## src/touch_pkg.sv

```systemverilog
package touch_pkg;

   localparam int N_COORD_REGS = 4;
   localparam logic [7:0] FIRST_COORD_REG = 8'h03;   // XH, then XL, YH, YL

   typedef struct packed {
      logic [15:0] x;
      logic [15:0] y;
   } touch_pos_t;

   // Lane 0 is XH in the top byte
   typedef union packed {
      logic [0:N_COORD_REGS-1][7:0] lane;
      touch_pos_t                   pos;
   } touch_word_u;

endpackage

```

## src/i2c_pkg.sv

```systemverilog
package i2c_pkg;

   localparam int PHASE_TICKS = 256;       // Clocks per quarter bit
   localparam int PHASE_CNT_W = 8;
   localparam logic [6:0] SLAVE_ADDR = 7'h38;

   typedef enum logic [1:0] {
      OP_START,
      OP_STOP,
      OP_WRITE,
      OP_READ
   } byte_op_e;

   typedef enum logic [1:0] {
      BIT_START,
      BIT_STOP,
      BIT_WRITE,
      BIT_READ
   } bit_op_e;

   typedef struct packed {
      logic    valid;
      bit_op_e op;
      logic    wbit;
   } bit_req_t;

   typedef struct packed {
      logic done;
      logic rbit;
   } bit_rsp_t;

   typedef struct packed {
      logic       valid;
      byte_op_e   op;
      logic [7:0] data;
   } byte_req_t;

   typedef struct packed {
      logic       done;
      logic [7:0] data;
   } byte_rsp_t;

endpackage
```

## src/touch_i2c_reader.sv

```systemverilog
`timescale 1ns/100ps

module touch_i2c_reader (
   input  logic                   clk,
   input  logic                   nRst,
   input  logic                   inter,
   input  logic                   sda_in,
   input  logic                   scl_in,
   output logic                   sda_out,
   output logic                   sda_oeb,
   output logic                   scl_out,
   output touch_pkg::touch_word_u data_out,
   output logic                   done
);
   import i2c_pkg::*;

   byte_req_t byte_req;
   byte_rsp_t byte_rsp;
   bit_req_t  bit_req;
   bit_rsp_t  bit_rsp;
   logic      timer_start;
   logic      timer_expire;

   touch_sequencer sequencer0 (
      .clk      (clk),
      .nRst     (nRst),
      .inter    (inter),
      .byte_req (byte_req),
      .byte_rsp (byte_rsp),
      .data_out (data_out),
      .done     (done)
   );

   i2c_byte_engine byte_engine0 (
      .clk      (clk),
      .nRst     (nRst),
      .byte_req (byte_req),
      .byte_rsp (byte_rsp),
      .bit_req  (bit_req),
      .bit_rsp  (bit_rsp)
   );

   i2c_bit_engine bit_engine0 (
      .clk          (clk),
      .nRst         (nRst),
      .bit_req      (bit_req),
      .bit_rsp      (bit_rsp),
      .timer_expire (timer_expire),
      .timer_start  (timer_start),
      .scl_in       (scl_in),
      .sda_in       (sda_in),
      .scl_out      (scl_out),
      .sda_out      (sda_out),
      .sda_oeb      (sda_oeb)
   );

   // Quarter-bit timing
   phase_timer timer0 (
      .clk          (clk),
      .nRst         (nRst),
      .timer_start  (timer_start),
      .timer_expire (timer_expire)
   );

endmodule

```

## src/touch_sequencer.sv

```systemverilog
`timescale 1ns/100ps

module touch_sequencer (
   input  logic                   clk,
   input  logic                   nRst,
   input  logic                   inter,
   output i2c_pkg::byte_req_t     byte_req,
   input  i2c_pkg::byte_rsp_t     byte_rsp,
   output touch_pkg::touch_word_u data_out,
   output logic                   done
);
   import i2c_pkg::*;
   import touch_pkg::*;

   typedef enum logic [1:0] {
      S_IDLE,
      S_ISSUE,
      S_WAIT
   } seq_state_e;

   seq_state_e                      state;
   logic                            inter_meta;
   logic                            inter_sync;
   logic [2:0]                      step;   // Byte operation within one register read
   logic [$clog2(N_COORD_REGS)-1:0] reg_idx;
   logic                            last_reg;
   touch_word_u                     work;

   assign done     = (state == S_IDLE);
   assign last_reg = (int'(reg_idx) == N_COORD_REGS - 1);

   always_comb begin
      byte_req.valid = (state == S_ISSUE);
      byte_req.op    = OP_WRITE;
      byte_req.data  = '1;
      case (step)
         3'd0, 3'd4: byte_req.op = OP_START;
         3'd1:       byte_req.data = {SLAVE_ADDR, 1'b0};
         3'd2:       byte_req.data = FIRST_COORD_REG + 8'(reg_idx);
         3'd5:       byte_req.data = {SLAVE_ADDR, 1'b1};
         3'd6:       byte_req.op = OP_READ;
         default:    byte_req.op = OP_STOP;   // Steps 3 and 7
      endcase
   end

   // Data byte of the current register into its lane
   always_ff @(posedge clk) begin
      if (state == S_WAIT && byte_rsp.done && step == 3'd6) begin
         work.lane[reg_idx] <= byte_rsp.data;
      end
   end

   always_ff @(posedge clk, negedge nRst) begin
      if (!nRst) begin
         inter_meta <= 1'b1;
         inter_sync <= 1'b1;
         state      <= S_IDLE;
         step       <= '0;
         reg_idx    <= '0;
         data_out   <= '0;
      end else begin
         inter_meta <= inter;
         inter_sync <= inter_meta;
         case (state)
            S_IDLE: begin
               if (!inter_sync) begin   // Active low
                  step    <= '0;
                  reg_idx <= '0;
                  state   <= S_ISSUE;
               end
            end
            S_ISSUE: state <= S_WAIT;
            S_WAIT: begin
               if (byte_rsp.done) begin
                  if (step == 3'd7) begin
                     step <= '0;
                     if (last_reg) begin
                        data_out <= work;
                        state    <= S_IDLE;
                     end else begin
                        reg_idx <= reg_idx + 1'b1;
                        state   <= S_ISSUE;
                     end
                  end else begin
                     step  <= step + 3'd1;
                     state <= S_ISSUE;
                  end
               end
            end
            default: state <= S_IDLE;
         endcase
      end
   end

endmodule

```

## src/i2c_byte_engine.sv

```systemverilog
`timescale 1ns/100ps

module i2c_byte_engine (
   input  logic               clk,
   input  logic               nRst,
   input  i2c_pkg::byte_req_t byte_req,
   output i2c_pkg::byte_rsp_t byte_rsp,
   output i2c_pkg::bit_req_t  bit_req,
   input  i2c_pkg::bit_rsp_t  bit_rsp
);
   import i2c_pkg::*;

   typedef enum logic [1:0] {
      Y_IDLE,
      Y_ISSUE,
      Y_WAIT,
      Y_DONE
   } byte_state_e;

   byte_state_e state;
   byte_op_e    op;
   logic [3:0]  slot;
   logic [7:0]  shreg;
   logic        last_slot;

   assign last_slot     = (slot == 4'd8);   // ACK or NACK slot
   assign byte_rsp.done = (state == Y_DONE);
   assign byte_rsp.data = shreg;

   always_comb begin
      bit_req.valid = (state == Y_ISSUE);
      bit_req.wbit  = last_slot ? 1'b1 : shreg[7];
      bit_req.op    = BIT_START;
      case (op)
         OP_START: bit_req.op = BIT_START;
         OP_STOP:  bit_req.op = BIT_STOP;
         OP_WRITE: begin
            if (last_slot) begin
               bit_req.op = BIT_READ;    // Slave ACK, not checked
            end else begin
               bit_req.op = BIT_WRITE;
            end
         end
         default: begin
            if (last_slot) begin
               bit_req.op = BIT_WRITE;   // NACK ends the read
            end else begin
               bit_req.op = BIT_READ;
            end
         end
      endcase
   end

   // MSB first, write data out and read data in
   always_ff @(posedge clk) begin
      if (state == Y_IDLE && byte_req.valid) begin
         op    <= byte_req.op;
         shreg <= byte_req.data;
      end else if (state == Y_WAIT && bit_rsp.done && !last_slot) begin
         shreg <= {shreg[6:0], bit_rsp.rbit};
      end
   end

   always_ff @(posedge clk, negedge nRst) begin
      if (!nRst) begin
         state <= Y_IDLE;
         slot  <= '0;
      end else begin
         case (state)
            Y_IDLE: begin
               if (byte_req.valid) begin
                  slot  <= '0;
                  state <= Y_ISSUE;
               end
            end
            Y_ISSUE: state <= Y_WAIT;
            Y_WAIT: begin
               if (bit_rsp.done) begin
                  if (op == OP_START || op == OP_STOP || last_slot) begin
                     state <= Y_DONE;
                  end else begin
                     slot  <= slot + 4'd1;
                     state <= Y_ISSUE;
                  end
               end
            end
            default: state <= Y_IDLE;
         endcase
      end
   end

endmodule

```

## src/i2c_bit_engine.sv

```systemverilog
`timescale 1ns/100ps

module i2c_bit_engine (
   input  logic              clk,
   input  logic              nRst,
   input  i2c_pkg::bit_req_t bit_req,
   output i2c_pkg::bit_rsp_t bit_rsp,
   input  logic              timer_expire,
   output logic              timer_start,
   input  logic              scl_in,
   input  logic              sda_in,
   output logic              scl_out,
   output logic              sda_out,
   output logic              sda_oeb
);
   import i2c_pkg::*;

   typedef enum logic [1:0] {
      B_IDLE,
      B_ARM,    // Restart timer, apply levels of this step
      B_WAIT,
      B_DONE
   } bit_state_e;

   bit_state_e state;
   logic [1:0] step;
   bit_op_e    op;
   logic       wbit;
   logic       rbit;
   logic       high_end;

   assign timer_start  = (state == B_ARM);
   assign bit_rsp.done = (state == B_DONE);
   assign bit_rsp.rbit = rbit;

   // End of the SCL-high step of a data bit
   assign high_end = (state == B_WAIT) && timer_expire && (step == 2'd1) &&
                     (op == BIT_WRITE || op == BIT_READ);

   always_ff @(posedge clk) begin
      if (state == B_IDLE && bit_req.valid) begin
         op   <= bit_req.op;
         wbit <= bit_req.wbit;
      end
      if (high_end && scl_in && op == BIT_READ) begin
         rbit <= sda_in;
      end
   end

   always_ff @(posedge clk, negedge nRst) begin
      if (!nRst) begin
         state   <= B_IDLE;
         step    <= '0;
         scl_out <= 1'b1;
         sda_out <= 1'b1;
         sda_oeb <= 1'b0;
      end else begin
         case (state)
            B_IDLE: begin
               if (bit_req.valid) begin
                  step  <= '0;
                  state <= B_ARM;
               end
            end
            B_ARM: begin
               state <= B_WAIT;
               case (step)
                  2'd0: begin
                     case (op)
                        BIT_STOP:  sda_out <= 1'b0;
                        BIT_WRITE: sda_out <= wbit;   // Setup while SCL low
                        BIT_READ: begin
                           sda_out <= 1'b1;
                           sda_oeb <= 1'b1;
                        end
                        default: begin end
                     endcase
                  end
                  2'd1: begin
                     if (op == BIT_START) begin
                        sda_out <= 1'b0;
                     end else begin
                        scl_out <= 1'b1;
                     end
                  end
                  default: begin
                     if (op == BIT_STOP) begin
                        sda_out <= 1'b1;   // SDA rises with SCL high
                     end else begin
                        scl_out <= 1'b0;
                     end
                  end
               endcase
            end
            B_WAIT: begin
               if (timer_expire) begin
                  if (high_end && !scl_in) begin
                     state <= B_ARM;   // Slave stretching, another high phase
                  end else if (step == 2'd2) begin
                     state <= B_DONE;
                  end else begin
                     step  <= step + 2'd1;
                     state <= B_ARM;
                  end
               end
            end
            default: begin
               sda_oeb <= 1'b0;
               state   <= B_IDLE;
            end
         endcase
      end
   end

endmodule

```

## src/phase_timer.sv

```systemverilog
`timescale 1ns/100ps

module phase_timer (
   input  logic clk,
   input  logic nRst,
   input  logic timer_start,
   output logic timer_expire
);
   import i2c_pkg::*;

   typedef enum logic {
      T_IDLE,
      T_COUNT
   } timer_state_e;

   timer_state_e           state;
   logic [PHASE_CNT_W-1:0] count;

   assign timer_expire = (state == T_COUNT) && (count == PHASE_CNT_W'(PHASE_TICKS - 1));

   always_ff @(posedge clk, negedge nRst) begin
      if (!nRst) begin
         state <= T_IDLE;
         count <= '0;
      end else begin
         case (state)
            T_IDLE: begin
               if (timer_start) begin
                  state <= T_COUNT;
                  count <= '0;
               end
            end
            default: begin
               count <= count + 1'b1;
               if (timer_expire) begin
                  state <= T_IDLE;   // One phase per start
               end
            end
         endcase
      end
   end

endmodule

```

## config.mk

```make
export PLATFORM = sky130hd
export DESIGN_NAME = touch_i2c_reader
export DESIGN_NICKNAME = d
export VERILOG_FILES = /design/src/touch_pkg.sv /design/src/i2c_pkg.sv /design/src/touch_i2c_reader.sv /design/src/touch_sequencer.sv /design/src/i2c_byte_engine.sv /design/src/i2c_bit_engine.sv /design/src/phase_timer.sv
export SDC_FILE = /design/constraint.sdc
export NUM_CORES = 1
export LEC_CHECK = 0
export ABC_AREA = 1
export BUFFER_PORTS_ARGS = -buffer_cell sky130_fd_sc_hd__buf_2
export CAP_MARGIN = 40
export CORE_MARGIN = 1
export CORE_UTILIZATION = 49
export CTS_CLUSTER_SIZE = 16
export DETAILED_ROUTE_END_ITERATION = 16
export GPL_TIMING_DRIVEN = 0
export PLACE_DENSITY = 0.74
export SKIP_CTS_REPAIR_TIMING = 1
export SLEW_MARGIN = 25
export SYNTH_ARGS = -nofsm -noshare
export SYNTH_HDL_FRONTEND = slang
export SYNTH_SLANG_ARGS = --single-unit
```

## constraint.sdc

```tcl
create_clock -name clk -period 2 [get_ports clk]
set_input_delay 0.2 -clock clk [delete_from_list [all_inputs] [get_ports clk]]
set_output_delay 0.2 -clock clk [all_outputs]
set_load 0.01 [all_outputs]
```

==> flow_summary.ini <==
[cells_and_area]
layout.nets = 513
nFillCells = 781
postLayoutCoreUtil = 0.583
drive_above_1_share = 0.163
area_delta_synth_final_pct = 13.3
diodes = 0

[clock_tree]
cts_buffer_depth = 2
clk_pin_slew_ns = 0.10
clock_sinks = 109
cts_buffers = 9
cts_tree = done
clock-root-buffer = clkbuf_8
htreeDepth = 3
insertion_delay_ns = 0.37

[yosys]
synthMuxAreaShare = 0
ys_seq_area_frac = 0.648
synthesis.nets = 456
synth_edf_count = 46
synth_top_area_frac = 0.323
synth_top_family_by_area = simple AND/OR/NAND/NOR gates
synth.cell_area_um2 = 4580
synthCells = 434
synth.area.top_cells = dfrtp_1, edfxtp_1, nand2_1
synth_top_area_cell = dfrtp_1
ys.warnings.count = 0
yosys.area_share.simple = 0.139
synth_cell_types = 31
ys_top_cells_by_count = nand2_1, inv_1, dfrtp_1
avgSynthCellArea_um2 = 10.5
yosysMostFrequentCell = nand2_1
synthXorXnorAreaFrac = 0.00574
ys.flop_type = dfrtp_1
synth_seq_cells = 109
synthArstFlopShare = 0.578
synth-compound-area-share = 0.0861
yosys.area_share.adder = 0.0465

[critical_path]
cp_max_fo = 8
critPathRequiredTime_ns = 2.03
path_class = reg2reg
cp_slowest_stage_delay_ns = 0.45
worstPathArrival_ns = 2.02
crit_chain = inv_1 -> ha_1 -> nand2_1 -> or2_2 -> nor2_2
startpoint_type = register
critPathSlowestCell = dfrtp_1
cp-end-kind = register

[power_and_ir_drop]
power_density_nw_per_um2 = 709
ir_drop_v = 0.000458
power_mw = 3.67
leakage_nw = 2.37

[sta]
finalHoldViolations = 0
timing.hold.ws_ns = 0.0311
relSlewSlack = 0.712
tns_ns = 0
fin_crit_ns = 1.99
rsz0062_at_grt = true
setup_ws_ns = 0.00611
fin_worst_skew_ns = 0.0155
fin_crit_sh = 0.997
worstMarginPinSlew_ns = 0.428
clock.fmax_ghz = 0.502
finalSetupViolCount = 0
finalMaxSlewViolations = 0

[floorplan]
coreArea_um2 = 8890
dieArea_um2 = 9730
initial_utilization = 0.515
die_height_um = 98.6
chipWidth_um = 98.6
io-pin-count = 41
rows = 34

[placement]
port_buffers = 40
dp_slack_ns = -0.197
dpl.hpwl_mm = 5.63
place_congestion = 0.835

[routing]
drt-initial-drc-count = 156
viasPerCell = 4.98
dr_total_vias = 3006
postRouteAntennaNets = 0
drc = 0
wirelength_mm = 7.96
drtPass1Iterations = 4
routedWlPerCell_um = 13.2

[status]
status = complete, no violations

[global_route]
grt_max_degree = 64
grt_antenna_before_repair = 0
grt_pass1_vias = 2938
grt_overflow_total = 0
grt_pass1_wl_mm = 13.6
track_usage = 0.179

[run]
max_cap_viol_count = 0

[min_path]
min_path_type = in2reg
==> kinds of logic (layout without fill, tap and decap cells) <==
| group | after synthesis | in the layout |
|---|---|---|
| AO/OA/AOI/OAI | 74 | 74 |
| XOR/XNOR | 3 | 3 |
| adder cells (fa/ha/maj) | 17 | 17 |
| buffers and inverters | 84 | 146 |
| flip-flops | 109 | 109 |
| AND/OR/NAND/NOR | 147 | 147 |
==> state kept, by name, summed over array words and instances, names as in the netlist, 2 cells and up <==
signal and cells:
bit_engine0.op 2, bit_engine0.state 2, bit_engine0.step 2, byte_engine0.op 2, byte_engine0.shreg 8, byte_engine0.slot 4
byte_engine0.state 2, sequencer0.data_out 32, sequencer0.reg_idx 2, sequencer0.state 2, sequencer0.step 3, sequencer0.work 32
timer0.count 8
==> metrics by stage <==
step           area [um^2]  std cells
2_1_floorplan         4580        434
3_3_place_gp          4910        582
3_5_place_dp          4920        583
4_1_cts               5120        599
5_1_grt               5180        604
6_report              5180        604
==> power breakdown <==
group | internal, mW | switching, mW | total, mW
logic | 0.0101 | 0.0271 | 0.0373
registers | 2.32 | 0.000461 | 2.32
clock network | 0.552 | 0.763 | 1.32
total | 2.88 | 0.790 | 3.67
==> layout by cell type, fill, tap and decap left out, drive strengths merged, types with 2 or more instances in the layout <==
cell          n
a21oi        10
buf          47
clkbuf       16
clkinv        2
dfrtp        59
dfstp         4
dlygate4sd3   2
edfxtp       46
ha           17
inv          79
nand2        93
nand3        19
nand4         5
nor2         22
nor3          4
o21ai        57
o311ai        2
or2           3
xnor2         2
==> critical path: cells and delay by family (launching register included) <==
kind          cells  cell delay (ns)
simple gates      3             0.88
fa+ha+maj         1             0.21
flops             1             0.45
buf+inv           1             0.12
==> layer usage <==
layer / vias up / global-route usage / routed length, um
li1: 1524 / - / -
met1: 1416 / 0.231 / 3640
met2: 57 / 0.305 / 3960
met3: 9 / 0.0326 / 258
met4: 0 / 0.0643 / 95
met5: - / 0 / 0
==> layout make-up <==
cell class / instances / area, um^2 / area share
clock buffers: 11 / 153 / 0.0295
repair buffers: 46 / 263 / 0.0507
multi-input cells: 241 / 1280 / 0.247
plain buffers: 8 / 56.3 / 0.0109
well taps: 108 / 135 / 0.0261
inverters: 76 / 285 / 0.0550
clock inverters: 5 / 46.3 / 0.00893
flip-flops and latches: 109 / 2960 / 0.572
==> worst paths after layout <==
kind,depth (start not counted),slack (ns),endpoint,from
worst max-delay path,5,0.006,sequencer0.work[15]$_DFFE_PP_,sequencer0.step[0]$_DFFE_PN0P_
worst min-delay path,1,0.03,bit_engine0.rbit$_DFFE_PP_,sda_in
max in group asynchronous,3,1.14,sequencer0.inter_meta$_DFF_PN1_,nRst
worst min register to register,0,0.36,sequencer0.inter_sync$_DFF_PN1_,sequencer0.inter_meta$_DFF_PN1_
worst max register to register,5,0.006,sequencer0.work[15]$_DFFE_PP_,sequencer0.step[0]$_DFFE_PN0P_
min in group asynchronous,2,0.27,sequencer0.data_out[0]$_DFFE_PN0P_,nRst
Note: power is estimated with default switching activity, not from simulation.
